## src/common/snake_cfg.svh

```systemverilog
// grid size, segment count and tick timing for the snake core; include wherever these numbers are needed
`ifndef SNAKE_CFG_SVH
`define SNAKE_CFG_SVH

// one coordinate, so the playfield wraps at 64 cells
`define SNAKE_COORD_W 6

// body length, slots form a ring
`define SNAKE_SEGS 4

// row used by the layout shown before a game starts
`define SNAKE_IDLE_ROW 48

// row used by the layout loaded on START
`define SNAKE_START_ROW 23

// steps a fresh direction runs before the next turn or pause
`define SNAKE_MIN_RUN 3

// main_clk cycles per game step out of reset
`define SNAKE_TICK_DEFAULT 32'd10_000_000

`endif

```

## src/common/snake_game_pkg.sv

```systemverilog
// game state, direction and keyboard opcode types shared by the snake control logic and its testbench
`default_nettype none

package snake_game_pkg;

    typedef enum logic [2:0] {
        ST_IDLE  = 3'd0, // idle layout shown, waiting for START
        ST_INIT  = 3'd1,
        ST_BLANK = 3'd2, // screen off after ESC
        ST_RUN   = 3'd3,
        ST_PAUSE = 3'd4
    } game_state_e;

    typedef enum logic [1:0] {
        DIR_UP    = 2'd0,
        DIR_DOWN  = 2'd1,
        DIR_LEFT  = 2'd2,
        DIR_RIGHT = 2'd3
    } dir_e;

    // keyboard scan codes
    typedef enum logic [7:0] {
        KEY_START  = 8'h1B,
        KEY_ESC    = 8'h76,
        KEY_PAUSE  = 8'h4D,
        KEY_RESUME = 8'h2D,
        KEY_UP     = 8'h75,
        KEY_DOWN   = 8'h72,
        KEY_RIGHT  = 8'h74,
        KEY_LEFT   = 8'h6B
    } key_cmd_e;

endpackage

`default_nettype wire

```

## src/common/snake_apb_pkg.sv

```systemverilog
// APB register map of the snake core, addresses and status bit positions for RTL and testbench
`default_nettype none

package snake_apb_pkg;

    typedef enum logic [7:0] {
        REG_TICK_PERIOD = 8'h00, // rw, clocks per game step
        REG_STATUS      = 8'h04  // ro
    } reg_addr_e;

    // status word layout
    localparam int STAT_STATE_LSB = 0;
    localparam int STAT_STATE_MSB = 2;
    localparam int STAT_DIR_LSB   = 4;
    localparam int STAT_DIR_MSB   = 5;
    localparam int STAT_BLANK_BIT = 8;

endpackage

`default_nettype wire

```

## src/source/game_tick_gen.sv

```systemverilog
// game step enable, one main_clk cycle high every tick_period clocks, restarts when the period changes
`timescale 1ns/1ps
`default_nettype none

module game_tick_gen (
    input  wire         main_clk,
    input  wire         rst_n,
    input  wire  [31:0] tick_period,
    output logic        tick
);

    logic [31:0] count;
    logic [31:0] period_q; // period the running count was loaded from
    logic        period_chg;

    assign period_chg = (tick_period != period_q);

    // periods of 0 and 1 both tick every cycle
    assign tick = (count <= 32'd1) && !period_chg;

    always_ff @(posedge main_clk) begin
        if (!rst_n) begin
            count    <= tick_period;
            period_q <= tick_period;
        end else if (period_chg || tick) begin
            count    <= tick_period; // reload
            period_q <= tick_period;
        end else begin
            count <= count - 32'd1;
        end
    end

endmodule

`default_nettype wire

```

## src/snake_core/snake_control_fsm.sv

```systemverilog
// game FSM of the snake core, holds the last key and moves state and direction on each game tick
`timescale 1ns/1ps
`default_nettype none
`include "snake_cfg.svh"

module snake_control_fsm (
    input  wire                         main_clk,
    input  wire                         rst_n,
    input  wire                         tick,
    input  wire  [7:0]                  key_code,
    input  wire                         key_valid,
    output snake_game_pkg::game_state_e state,
    output snake_game_pkg::dir_e        dir,
    output logic                        blank,
    output logic                        step,
    output logic                        load_idle,
    output logic                        load_start
);

    localparam int RUN_W = $clog2(`SNAKE_MIN_RUN + 1);
    localparam logic [RUN_W-1:0] RUN_FULL = RUN_W'(`SNAKE_MIN_RUN);

    snake_game_pkg::key_cmd_e    cmd_q;
    snake_game_pkg::game_state_e state_next;
    snake_game_pkg::dir_e        dir_next;
    logic                        cmd_pend;
    logic                        key_ok;
    logic                        blank_next;
    logic                        vertical;
    logic [RUN_W-1:0]            run_cnt;
    logic [RUN_W-1:0]            run_next;

    function automatic logic known_key(input logic [7:0] code);
        case (code)
            snake_game_pkg::KEY_START, snake_game_pkg::KEY_ESC,
            snake_game_pkg::KEY_PAUSE, snake_game_pkg::KEY_RESUME,
            snake_game_pkg::KEY_UP, snake_game_pkg::KEY_DOWN,
            snake_game_pkg::KEY_RIGHT, snake_game_pkg::KEY_LEFT: known_key = 1'b1;
            default: known_key = 1'b0;
        endcase
    endfunction

    assign key_ok   = key_valid && known_key(key_code);
    assign vertical = (dir == snake_game_pkg::DIR_UP) || (dir == snake_game_pkg::DIR_DOWN);

    // body controls, qualified by tick in the body
    assign step       = (state == snake_game_pkg::ST_RUN);
    assign load_idle  = (state == snake_game_pkg::ST_IDLE);
    assign load_start = (state == snake_game_pkg::ST_INIT);

    always_comb begin
        state_next = state;
        dir_next   = dir;
        run_next   = run_cnt;
        blank_next = blank;
        if (cmd_pend && cmd_q == snake_game_pkg::KEY_ESC) begin
            state_next = snake_game_pkg::ST_BLANK;
            blank_next = 1'b1;
        end else if (cmd_pend && cmd_q == snake_game_pkg::KEY_START) begin
            state_next = snake_game_pkg::ST_INIT; // from any state
            blank_next = 1'b0;
        end else begin
            case (state)
                snake_game_pkg::ST_INIT: begin
                    state_next = snake_game_pkg::ST_RUN;
                    dir_next   = snake_game_pkg::DIR_RIGHT;
                    run_next   = RUN_FULL; // first turn allowed at once
                end
                snake_game_pkg::ST_RUN: begin
                    if (run_cnt != RUN_FULL) begin
                        run_next = run_cnt + 1'b1; // keys dropped meanwhile
                    end else if (cmd_pend) begin
                        case (cmd_q)
                            snake_game_pkg::KEY_PAUSE: state_next = snake_game_pkg::ST_PAUSE;
                            snake_game_pkg::KEY_UP: begin
                                if (!vertical) begin
                                    dir_next = snake_game_pkg::DIR_UP;
                                    run_next = '0;
                                end
                            end
                            snake_game_pkg::KEY_DOWN: begin
                                if (!vertical) begin
                                    dir_next = snake_game_pkg::DIR_DOWN;
                                    run_next = '0;
                                end
                            end
                            snake_game_pkg::KEY_LEFT: begin
                                if (vertical) begin
                                    dir_next = snake_game_pkg::DIR_LEFT;
                                    run_next = '0;
                                end
                            end
                            snake_game_pkg::KEY_RIGHT: begin
                                if (vertical) begin
                                    dir_next = snake_game_pkg::DIR_RIGHT;
                                    run_next = '0;
                                end
                            end
                            default: ;
                        endcase
                    end
                end
                snake_game_pkg::ST_PAUSE: begin
                    if (cmd_pend && cmd_q == snake_game_pkg::KEY_RESUME) begin
                        state_next = snake_game_pkg::ST_RUN; // same direction
                    end
                end
                default: ; // idle and blank wait for START or ESC
            endcase
        end
    end

    always_ff @(posedge main_clk) begin
        if (!rst_n) begin
            state    <= snake_game_pkg::ST_IDLE;
            dir      <= snake_game_pkg::DIR_RIGHT;
            run_cnt  <= '0;
            blank    <= 1'b0;
            cmd_pend <= 1'b0;
        end else begin
            if (tick) begin
                state   <= state_next;
                dir     <= dir_next;
                run_cnt <= run_next;
                blank   <= blank_next;
            end
            if (key_ok) begin
                cmd_pend <= 1'b1; // newer key wins
            end else if (tick) begin
                cmd_pend <= 1'b0;
            end
        end
    end

    always_ff @(posedge main_clk) begin
        if (key_ok) begin
            cmd_q <= snake_game_pkg::key_cmd_e'(key_code);
        end
    end

endmodule

`default_nettype wire

```

## src/snake_core/snake_body.sv

```systemverilog
// ring of snake segment coordinates, loaded with a fixed layout or stepped one cell on each game tick
`timescale 1ns/1ps
`default_nettype none
`include "snake_cfg.svh"

module snake_body (
    input  wire                                            main_clk,
    input  wire                                            rst_n,
    input  wire                                            tick,
    input  wire                                            step,
    input  wire                                            load_idle,
    input  wire                                            load_start,
    input  wire snake_game_pkg::dir_e                      dir,
    output logic [`SNAKE_SEGS*`SNAKE_COORD_W-1:0]          seg_x,
    output logic [`SNAKE_SEGS*`SNAKE_COORD_W-1:0]          seg_y,
    output logic [$clog2(`SNAKE_SEGS)-1:0]                 head_slot
);

    localparam int N  = `SNAKE_SEGS;
    localparam int W  = `SNAKE_COORD_W;
    localparam int SW = $clog2(N);
    localparam logic [W-1:0] IDLE_ROW  = W'(`SNAKE_IDLE_ROW);
    localparam logic [W-1:0] START_ROW = W'(`SNAKE_START_ROW);
    localparam logic [SW-1:0] LAST     = SW'(N - 1);

    logic [W-1:0]  pos_x [N];
    logic [W-1:0]  pos_y [N];
    logic [W-1:0]  new_x;
    logic [W-1:0]  new_y;
    logic [W-1:0]  load_row;
    logic [SW-1:0] new_slot;

    // tail slot is the one after the head
    assign new_slot = (head_slot == LAST) ? '0 : head_slot + 1'b1;
    assign load_row = load_start ? START_ROW : IDLE_ROW;

    always_comb begin
        new_x = pos_x[head_slot];
        new_y = pos_y[head_slot];
        case (dir)
            snake_game_pkg::DIR_UP:    new_y = pos_y[head_slot] - 1'b1; // wraps at the edge
            snake_game_pkg::DIR_DOWN:  new_y = pos_y[head_slot] + 1'b1;
            snake_game_pkg::DIR_LEFT:  new_x = pos_x[head_slot] - 1'b1;
            default:                   new_x = pos_x[head_slot] + 1'b1;
        endcase
    end

    always_ff @(posedge main_clk) begin
        if (!rst_n) begin
            for (int i = 0; i < N; i++) begin
                pos_x[i] <= W'(i);
                pos_y[i] <= IDLE_ROW;
            end
            head_slot <= LAST;
        end else if (tick) begin
            if (load_idle || load_start) begin
                for (int i = 0; i < N; i++) begin
                    pos_x[i] <= W'(i); // horizontal line, head at the right end
                    pos_y[i] <= load_row;
                end
                head_slot <= LAST;
            end else if (step) begin
                pos_x[new_slot] <= new_x;
                pos_y[new_slot] <= new_y;
                head_slot       <= new_slot;
            end
        end
    end

    for (genvar g = 0; g < N; g++) begin : g_flat
        assign seg_x[g*W +: W] = pos_x[g]; // slot 0 in the low bits
        assign seg_y[g*W +: W] = pos_y[g];
    end

endmodule

`default_nettype wire

```

## src/source/snake_regs.sv

```systemverilog
// APB register block of the snake core, sets the game tick period and reports game status
`timescale 1ns/1ps
`default_nettype none
`include "snake_cfg.svh"

module snake_regs (
    input  wire                                main_clk,
    input  wire                                rst_n,
    input  wire                                psel,
    input  wire                                penable,
    input  wire                                pwrite,
    input  wire  [7:0]                         paddr,
    input  wire  [31:0]                        pwdata,
    output logic [31:0]                        prdata,
    output logic                               pready,
    output logic                               pslverr,
    input  wire snake_game_pkg::game_state_e   state,
    input  wire snake_game_pkg::dir_e          dir,
    input  wire                                blank,
    output logic [31:0]                        tick_period
);

    logic        access;
    logic        addr_tick;
    logic        addr_status;
    logic [31:0] status;

    assign access      = psel && penable;
    assign addr_tick   = (paddr == snake_apb_pkg::REG_TICK_PERIOD);
    assign addr_status = (paddr == snake_apb_pkg::REG_STATUS);

    // no wait states
    assign pready = 1'b1;

    // unknown address, or write to the read-only status
    assign pslverr = access && (!(addr_tick || addr_status) || (pwrite && addr_status));

    always_comb begin
        status = '0;
        status[snake_apb_pkg::STAT_STATE_MSB:snake_apb_pkg::STAT_STATE_LSB] = state;
        status[snake_apb_pkg::STAT_DIR_MSB:snake_apb_pkg::STAT_DIR_LSB]     = dir;
        status[snake_apb_pkg::STAT_BLANK_BIT]                               = blank;
    end

    always_comb begin
        if (addr_tick) begin
            prdata = tick_period;
        end else if (addr_status) begin
            prdata = status;
        end else begin
            prdata = '0;
        end
    end

    always_ff @(posedge main_clk) begin
        if (!rst_n) begin
            tick_period <= `SNAKE_TICK_DEFAULT;
        end else if (access && pwrite && addr_tick) begin
            tick_period <= pwdata; // lands at end of access phase
        end
    end

endmodule

`default_nettype wire

```

## src/source/snake_top.sv

```systemverilog
// top of the snake control core, connects APB registers, tick generator, game FSM and body ring
`timescale 1ns/1ps
`default_nettype none
`include "snake_cfg.svh"

module snake_top (
    input  wire                                    main_clk,
    input  wire                                    rst_n,
    input  wire                                    psel,
    input  wire                                    penable,
    input  wire                                    pwrite,
    input  wire  [7:0]                             paddr,
    input  wire  [31:0]                            pwdata,
    output wire  [31:0]                            prdata,
    output wire                                    pready,
    output wire                                    pslverr,
    input  wire  [7:0]                             key_code,
    input  wire                                    key_valid,
    output wire  [`SNAKE_SEGS*`SNAKE_COORD_W-1:0]  seg_x,
    output wire  [`SNAKE_SEGS*`SNAKE_COORD_W-1:0]  seg_y,
    output wire  [$clog2(`SNAKE_SEGS)-1:0]         head_slot,
    output wire                                    blank
);

    wire [31:0]                       tick_period;
    wire                              tick;
    wire snake_game_pkg::game_state_e state;
    wire snake_game_pkg::dir_e        dir;
    wire                              step;
    wire                              load_idle;
    wire                              load_start;

    snake_regs u_regs (
        .main_clk    (main_clk),
        .rst_n       (rst_n),
        .psel        (psel),
        .penable     (penable),
        .pwrite      (pwrite),
        .paddr       (paddr),
        .pwdata      (pwdata),
        .prdata      (prdata),
        .pready      (pready),
        .pslverr     (pslverr),
        .state       (state),
        .dir         (dir),
        .blank       (blank),
        .tick_period (tick_period)
    );

    game_tick_gen u_tick (
        .main_clk    (main_clk),
        .rst_n       (rst_n),
        .tick_period (tick_period),
        .tick        (tick)
    );

    snake_control_fsm u_fsm (
        .main_clk   (main_clk),
        .rst_n      (rst_n),
        .tick       (tick),
        .key_code   (key_code),
        .key_valid  (key_valid),
        .state      (state),
        .dir        (dir),
        .blank      (blank),
        .step       (step),
        .load_idle  (load_idle),
        .load_start (load_start)
    );

    // body sees the FSM outputs from before the shared tick edge
    snake_body u_body (
        .main_clk   (main_clk),
        .rst_n      (rst_n),
        .tick       (tick),
        .step       (step),
        .load_idle  (load_idle),
        .load_start (load_start),
        .dir        (dir),
        .seg_x      (seg_x),
        .seg_y      (seg_y),
        .head_slot  (head_slot)
    );

endmodule

`default_nettype wire

```

## config.mk

```make
export PLATFORM = sky130hd
export DESIGN_NAME = snake_top
export DESIGN_NICKNAME = d
export VERILOG_FILES = /design/src/common/snake_game_pkg.sv /design/src/common/snake_apb_pkg.sv /design/src/source/game_tick_gen.sv /design/src/snake_core/snake_control_fsm.sv /design/src/snake_core/snake_body.sv /design/src/source/snake_regs.sv /design/src/source/snake_top.sv
export VERILOG_INCLUDE_DIRS = /design/src /design/src/common
export SDC_FILE = /design/constraint.sdc
export NUM_CORES = 1
export LEC_CHECK = 0
export BUFFER_PORTS_ARGS = -buffer_cell sky130_fd_sc_hd__buf_4
export CELL_PAD_IN_SITES_DETAIL_PLACEMENT = 1
export CELL_PAD_IN_SITES_GLOBAL_PLACEMENT = 1
export CORE_ASPECT_RATIO = 0.5
export CORE_UTILIZATION = 40
export DETAILED_ROUTE_END_ITERATION = 8
export HOLD_SLACK_MARGIN = 0.06
export PLACE_DENSITY_LB_ADDON = 0.1
export RECOVER_POWER = 100
export SETUP_SLACK_MARGIN = 0.4
export SYNTH_ARGS = -nofsm -noshare
export SYNTH_HDL_FRONTEND = slang
export SYNTH_SLANG_ARGS = --single-unit
```

## constraint.sdc

```tcl
create_clock -name main_clk -period 3.7 [get_ports main_clk]
set_clock_uncertainty 0.2 [all_clocks]
set_input_delay 0.37 -clock main_clk [delete_from_list [all_inputs] [get_ports main_clk]]
set_output_delay 0.37 -clock main_clk [all_outputs]
set_load 0.02 [all_outputs]
```

# Yosys cells after proc, flatten, opt, wreduce, memory -nomap -nowiden
# Memories as Yosys holds them, arrays and structs flattened. A register that Yosys moved wholly into a read port is not among the register bits.
# Index checks and enable logic that the tools add are counted.
[totals] regBits=115 mem_bits_rw=48 input_bits=54 output_inout_bits=85 word_cells=172 memories=2
[memory_table] memory="u_body.pos_x" depth=4 width=6 rd=5 rd_ports_with_merged_regs=1 wr=4 line_no="snake_body.sv:26" text="logic [W-1:0] pos_x [N];"
[memory_table] memory="u_body.pos_y" depth=4 width=6 rd=5 rd_ports_with_merged_regs=1 wr=4 line_no="snake_body.sv:27" text="logic [W-1:0] pos_y [N];"
[classes] n_addsub=7 magnitude_cmp=1 eq_ne=41 muxes=65 n_bitwise=10 n_reduce_logical=36
[ops] cell="$mux 32" count=5
[ops] cell="$eq 8x7->1 const B" count=12
[ops] cell="$mux 6" count=11
[ops] cell="$mux 2" count=18
[ops] cell="$le 32x1->1 const B" count=1
[ops] cell="$ne 32x32->1" count=1
[ops] cell="$sub 32x1->32 const B" count=1
[ops] cell="$pmux 6 s2" count=2
[ops] cell="$mux 3" count=6
[ops] cell="$mux 1" count=17
[ops] cell="$eq 8x5->1 const B" count=2
[ops] cell="$eq 8x6->1 const B" count=2
[ops] cell="$add 6x1->6 const B" count=2
[ops] cell="$ne 4x1->1 const B" count=3
[ops] cell="$pmux 2 s2" count=3
[ops] cell="$reduce_or 6->1" count=2
[ops] cell="$sub 6x1->6 const B" count=2
[ops] cell="$reduce_and 11->1" count=1
[ops] cell="$logic_and 1x1->1" count=10
[ops] cell="$mux 9" count=1
[ops] cell="$pmux 3 s3" count=1
[ops] cell="$eq 8x3->1 const B" count=1
[ops] cell="$logic_not 8->1" count=1
[ops] cell="$ne 4x2->1 const B" count=2
[ops] cell="28 further kinds" count=53

# Depth between registers and ports, before layout
# Gate-level depths: netlist (run 1).
[depth] word_depth=8 ltp_mapped=10 mapped_depth_nobuf=9

# Hierarchy
# A second synthesis (run 1) with hierarchy kept.
[unflattened] cells_unflattened=776 area_unflattened_um2=8640.8
[by_module_without_submodules] module="game_tick_gen" instances=1 cells_per_inst=243 area_per_inst_um2=3154.3 seq_area_each_um2=1601.5
[by_module_without_submodules] module="snake_body" instances=1 cells_per_inst=226 area_per_inst_um2=2800.2 seq_area_each_um2=1521.5
[by_module_without_submodules] module="snake_regs" instances=1 cells_per_inst=191 area_per_inst_um2=1671.6 seq_area_each_um2=640.6
[by_module_without_submodules] module="snake_control_fsm" instances=1 cells_per_inst=116 area_per_inst_um2=1014.7 seq_area_each_um2=420.4

# Least setup slack after synthesis (run 1)
# OpenSTA, ideal clock, no wires.
[synth_path] path_kind="register to register" startpoint="reg u_tick.count[20]" endpoint="mem u_body.pos_x[0][0] (netlist bit), enable pin" setup_time_ns=0.398 arrival_ns=3.007 t_required_ns=3.102 setup_slack_ns=0.096 path_stages_with_launch=8 path_buffers=2 synth_period_minus_slack_ns=3.604 path_cell_list="dfxtp_1 > or4_1 > or4_1 > buf_2 > nor4_4 > nand3_2 > clkbuf_1 > o21ai_0"
[synth_rtl] element="start, declared" line_no="game_tick_gen.sv:12" text="logic [31:0] count;"
[synth_rtl] element="start signal, assigned" line_no="game_tick_gen.sv:23" text="count <= tick_period;"
[synth_rtl] element="start signal, assigned" line_no="game_tick_gen.sv:26" text="count <= tick_period;"
[synth_rtl] element="start signal, assigned" line_no="game_tick_gen.sv:29" text="count <= count - 32'd1;"
[synth_rtl] element="end, declared" line_no="snake_body.sv:26"

==> flow_summary.yaml, run 1 <==
global_routing:
  grt_overflow: 0
  grt_pass1_vias: 7185
  grt_usage_pct: 23.77
  antenna_found_initial: 0
  grt_start_max_net_pins: 65
  grt_pass1_wl_um: 40030
timing:
  period_minus_slack_ps: 3372
  max_freq_mhz: 296.6
  final_max_slew_viol_count: 33
  min_period_over_period_pct: 91.13
  setup_violations: 0
  whs_ps: 115.3
  setup_tns_ps: 0
  hold_violations: 0
  worst-slew-pin-transition_ps: 1517
  rsz0062_at_grt: "no"
  slew_headroom_pct: -1.165
worst_setup_path:
  cpLargestDelayFamily: "simple AND/OR/NAND/NOR gates"
  crit_top_cell: "buf_4"
  crit_start: "u_tick.count[25]"
  crit_type: "reg -> reg"
  r2r_start: "u_tick.count[25]"
  cpPeakStageDelay_ps: 560
  critPathBufInv: 3
  cp_cell_sequence: "or4_4 > or4b_4 > nor4_4 > clkbuf_1 > nand3_4 > buf_4 > o21ai_0 > buf_4"
  cp_max_fo: 15
  critical_path.endpoint_type: "register"
  crit_path_start_kind: "register"
  cp_slowest_cell: "or4_4"
  critical_path_arrival_ps: 3290
  required_ps: 3620
  rrSetupSlack_ps: 330
logic_synthesis:
  postSynthCellCount: 802
  synth_top_area_share_pct: 31.39
  syn_area_per_cell_um2: 10.50
  synth_area_leader_cell: "edfxtp_1"
  synthTopCellsByArea: "edfxtp_1, dfxtp_1, xnor2_1, nand2_1, mux4_2"
  ys_seq_elements: 165
  synth_edf_count: 88
  synth_fp_nets: 873
  yosysUniqueCellTypes: 59
  ys.flop_type: "edfxtp_1"
  synthesis.area_um2: 8419
  synth_warnings: 0
  seq_area_frac_synth_pct: 49.70
  async_flop_share_pct: 0
drt:
  wl_per_cell_um: 19.74
  drc: 0
  ant_nets: 0
  via_count: 6841
  wl_met3_um: 775
  top_layer_used: "met4"
  wl_met2_um: 12120
  met1_length_um: 11850
  first_pass_iters: 6
  drtIter0Drc: 306
  drt_wl_total_um: 24970
  via_per_inst: 5.408
cts:
  clk_latency_ps: 430
  cts_root_buf: "clkbuf_16"
  clk_path_buf_depth: 2
  clock-sinks: 165
  cts_tree: "built"
  htree_levels: 4
  clk_pin_slew_ps: 70
  cts_buffers: 17
power:
  vdd_drop_max_mv: 0.3065
  p_leak_nw: 3.955
  p_per_area_nw_per_um2: 380.4
  power_w: 0.004024
place:
  dp_hpwl_um: 17340
  place_congestion: 0.8361
  place_inst: 1193
  port_buffers: 137
final_layout:
  num_antenna_cells: 0
  drive_above_1_share_pct: 16.94
  fin_nets: 1051
  fin_cells: 1265
  fin_util_pct: 51.35
  areaGrowthSynthToFinish_pct: 25.65
min_path:
  hold_path_startpoint: "rst_n"
  min_path_type: "in -> reg"
floorplanning:
  io_pins: 139
  fp.dieW_um: 207.2
  num_rows: 37
  dieArea_um2: 21670
  design.core.area_um2: 20600
  die_h_um: 104.6
  start_util_pct: 40.87
job:
  cap_viol_max_count: 1
run_status:
  status: "finished, violations left"
  violations: "max-capacitance violations, max-slew violations"
## through the flow
stage          setup WS, ps  instance area (µm²)
3_3_place_gp          257.7                 9799
6_report              328.3                10580
2_1_floorplan         95.84                 8421
3_5_place_dp          15.71                 9799
5_1_grt               228.8                10580
4_1_cts               403.2                10840
## power breakdown
| part | internal [W] | leakage [nW] | switching (W) | total [W] |
|---|---|---|---|---|
| logic | 0.000113 | 2.17 | 0.000128 | 0.000241 |
| registers | 0.00194 | 1.48 | 0.0000161 | 0.00196 |
| clock network | 0.00105 | 0.301 | 0.000777 | 0.00182 |
## final timing paths
path	cells after the start	to
min reg2reg	2	u_regs.tick_period[11]
max reg2reg	8	u_body.pos_x[0][2]
min	2	u_regs.tick_period[10]
max	8	u_body.pos_x[0][2]
## what timing repair did
action	4_1_cts	5_1_grt
setup endpoints to repair	59	65
setup buffers	0	1
pin swaps	1	1
resized for setup	5	7
endpoints found under the hold margin	40	0
hold buffers	40	0
## synth_stat cells, drive strengths merged (8+ instances only)
cell and number:
nand2 100, edfxtp 88, dfxtp 77, xnor2 50, nor2 48, a21oi 41, nor3 39, and2 32
mux2 32, clkbuf 31, o21ai 30, xor2 21, nand4 19, mux2i 18, ha 15, or4 15
inv 11, mux4 11, nand3 11, nor4 11, and3 10, buf 9, nand2b 8, nand4b 8
or4b 8
## cell families after synthesis
logic type               Yosys count  share of synthesized area, %
AND/OR/NAND/NOR                  332                         21.28
flip-flops                       165                         49.70
AO/OA/AOI/OAI                    103                         7.074
XOR/XNOR                          71                         7.386
multiplexers                      61                         9.362
buffers and inverters             52                         2.452
adder cells (fa/ha/maj)           17                         2.705
other                              1                       0.04454
## worst register-to-register path, delay by kind of cell (launching register included)
kind | cells | cell delay [ps]
DFF | 1 | 340
buffers and inverters | 3 | 790
and+or+nand+nor | 4 | 1550
AOI/OAI and AO/OA | 1 | 180
## cell usage in the layout (no fill, tap or decap), types with 5 or more instances in the layout
cell           Yosys  final
a21oi_1           41     40
a31oi_1            5      5
and2_0             0     21
and2_1            32     11
and3_1            10     10
buf_4              1     82
clkbuf_1          31     73
clkbuf_16          0     21
dfxtp_1           77     76
dlygate4sd3_1      0     40
edfxtp_1          88     88
ha_1              15     15
inv_1             11     11
inv_6              0      5
mux2_1            16     16
mux2_2            16     16
mux2i_1           18     18
mux4_2            11     11
nand2_1          100    100
nand2b_1           8      8
nand3_1           10     10
nand4_1           19     19
nand4b_1           8      8
nor2_1            48     48
nor3_1            39     39
nor4_1             9      9
o21a_1             5      5
o21ai_0           30     25
o21ai_1            0      5
or4_1             14     12
or4b_2             6      6
xnor2_1           50     50
xor2_1            21     21
## registers in the layout, indices dropped and copies added (netlist names), named ones only
register            count
u_body.head_slot        2
u_body.pos_x           24
u_body.pos_y           24
u_fsm.blank             1
u_fsm.cmd_pend          1
u_fsm.cmd_q             8
u_fsm.dir               2
u_fsm.run_cnt           2
u_fsm.state             3
u_regs.tick_period     32
u_tick.count           32
u_tick.period_q        32
## metal layers
| metal | vias to the layer above | GRT usage [%] |
|---|---|---|
| met5 | - | 0 |
| met2 | 118 | 40.42 |
| met3 | 22 | 4.448 |
| li1 | 3269 | - |
| met1 | 3432 | 31.72 |
| met4 | 0 | 4.851 |
## final cells by class
| type | instances | area (µm²) |
|---|---|---|
| Clock buffer | 22 | 539.3 |
| Clock inverter | 9 | 73.82 |
| Fill cell | 2268 | 10020 |
| Inverter | 12 | 45.04 |
| Multi-Input combinational cell | 585 | 4055 |
| Sequential cell | 165 | 4188 |
| Tap cell | 273 | 341.6 |
| Timing Repair Buffer | 199 | 1336 |
No activity file was read; power rests on OpenSTA's default activity.
==> inputs of run 2 (changes only) <==
- clock period: 3.7 -> 2.9 ns (I/O delays scaled with it)
==> run 2 against run 1 <==
The run ends with negative setup slack left. Critical path depth down 2. Combinational power increased by 57%. First-iteration DRC count rose by 1.6%. Largest cell class is now multi-input gates.
==> flow_summary.yaml, run 2 (synthesis gave the netlist of run 1 again) <==
cts:
  clk_path_buf_depth: 2
  cts_tree: "built"
  clock-sinks: 165
  htree_levels: 4
  clk_pin_slew_ps: 70
  cts_buffers: 17
  cts_root_buf: "clkbuf_16"
  clk_latency_ps: 440
power:
  power_w: 0.005032
  p_switching_w: 0.001181
  p_int_w: 0.003851
  comb_power_share_pct: 7.5
  clockPowerShare_pct: 42.8
  p_per_area_nw_per_um2: 428.9
  vdd_drop_max_mv: 0.3976
  swShare_pct: 23.48
  seqPwrFrac_pct: 49.7
  p_leak_nw: 4.376
worst_setup_path:
  r2r_start: "u_tick.count[25]"
  cpLargestDelayFamily: "simple AND/OR/NAND/NOR gates"
  endpoint: "u_body.head_slot[1]"
  rrSetupSlack_ps: -30
  cp_cell_sequence: "or4_4 > or4b_4 > nor4_4 > nand3_2 > or4_1 > a21o_1"
  crit_start: "u_tick.count[25]"
  cp_slowest_cell: "or4_1"
  ff2ff_path_depth: 6
  critPathBufInv: 0
  rr_endpoint: "u_body.head_slot[1]"
  critical_path_arrival_ps: 3060
  cp.depth: 6
  crit_path_start_kind: "register"
  crit_type: "reg -> reg"
  cpPeakStageDelay_ps: 550
  critical_path.endpoint_type: "register"
  cp_max_fo: 3
  required_ps: 3030
drt:
  met1_length_um: 12360
  ant_nets: 0
  via_count: 7186
  via_per_inst: 5.355
  drc: 0
  wl_met2_um: 13280
  top_layer_used: "met4"
  wl_met3_um: 969
  drtIter0Drc: 311
  wl_per_cell_um: 20.18
  drt_wl_total_um: 27080
  first_pass_iters: 4
timing:
  final_max_slew_viol_count: 0
  min_period_over_period_pct: 101.1
  whs_ps: 155.1
  hold_violations: 0
  setup_violations: 54
  setup_ws_ps: -33.04
  setup_tns_ps: -805.8
  max_freq_mhz: 340.9
  period_minus_slack_ps: 2933
  rsz0062_at_grt: "yes"
  slew_headroom_pct: 51.21
  worst-slew-pin-transition_ps: 731.8
floorplanning:
  design.core.area_um2: 20600
  die_h_um: 104.6
  start_util_pct: 40.87
  fp.dieW_um: 207.2
  io_pins: 139
  num_rows: 37
  dieArea_um2: 21670
place:
  dp_hpwl_um: 18720
  place_congestion: 0.8276
  post_dp_cell_area_um2: 10600
  port_buffers: 137
  post-place-ws_ps: -61.78
final_layout:
  final_common_cell: "buf_4"
  drive_above_1_share_pct: 28.44
  areaGrowthSynthToFinish_pct: 39.34
  fin_nets: 1128
  fin_area_um2: 11730
  mostFrequentLayoutCells: "buf_4, nand2_1, clkbuf_1"
  reg_top3: "u_regs.tick_period x32, u_tick.count x32, u_tick.period_q x32"
  num_antenna_cells: 0
global_routing:
  grt_pass1_wl_um: 41760
  grt_pass1_vias: 7501
  grt_overflow: 0
  grt_start_max_net_pins: 33
  grt_usage_pct: 24.98
  antenna_found_initial: 0
min_path:
  min_path_type: "in -> reg"
job:
  cap_viol_max_count: 0
run_status:
  status: "finished, violations left"
  violations: "negative setup slack"
-- run 2: cell types whose count changed in the layout (fill, tap and decap cells not counted), moves of 8 or more --
| cell | change |
|---|---|
| mux2_4 | +24 |
| and3_1 | -8 |
| nor3_1 | -13 |
| clkbuf_1 | +23 |
| nor3_2 | +13 |
| buf_4 | +41 |
| and3_4 | +8 |
| mux2_2 | -11 |
| mux2_1 | -13 |
-- run 2: layout make-up --
class                   instances  area (µm²)
clock inverters                11       103.9
repair buffers                275        1944
inverters                      12       45.04
clock buffers                  20       436.7
multi-input cells             586        4668
flip-flops and latches        165        4192
well taps                     273       341.6
fillers                      2235        8870
-- run 2: repair_timing --
item                       CTS  global route
hold buffers                40             0
hold endpoints to repair    40             0
gates cloned                 2             1
pin swaps                   11             9
setup endpoints to repair  173           173
gates resized for setup     34            45
setup buffers                8             4
-- run 2: per-layer routing --
metal / GRT usage (%) / up-vias
met1: 32.34 / 3572
met4: 7.889 / 0
li1: - / 3423
met3: 4.178 / 38
met5: 0 / -
met2: 42.86 / 153
-- run 2: worst min path at each step --
| stage | endpoint | cells past startpoint | startpoint | slack, ps |
|---|---|---|---|---|
| after global routing | u_regs.tick_period[29] | 4 | rst_n | 160 |
| after floorplan | u_fsm.cmd_q[0] | 0 | key_code[0] | 190 |
| final | u_regs.tick_period[30] | 4 | rst_n | 160 |
| after CTS | u_regs.tick_period[30] | 4 | rst_n | 140 |
| after detailed placement | u_fsm.cmd_q[7] | 1 | key_code[7] | 280 |
| after global placement | u_fsm.cmd_q[7] | 1 | key_code[7] | 280 |
-- run 2: through the flow --
stage                     instances  utilization, %
final                          1342           56.95
after global placement         1256           51.47
after floorplan                 802               -
after detailed placement       1256           51.47
after global routing           1342           56.95
after CTS                      1337           57.49
-- run 2: worst register-to-register path: stages, from the launching register on --
cell	delay [ps]
dfxtp_2	320
or4_4	530
or4b_4	530
nor4_4	340
nand3_2	170
or4_1	550
a21o_1	170
-- run 2: power groups by stage --
stage | registers, W | logic, W | clock network [W]
after floorplan | 0.00257 | 0.000145 | 0
after global placement | 0.00255 | 0.000326 | 0
after detailed placement | 0.00255 | 0.000336 | 0
after CTS | 0.00250 | 0.000395 | 0.00219
after global routing | 0.00250 | 0.000401 | 0.00226
final | 0.00250 | 0.000378 | 0.00215
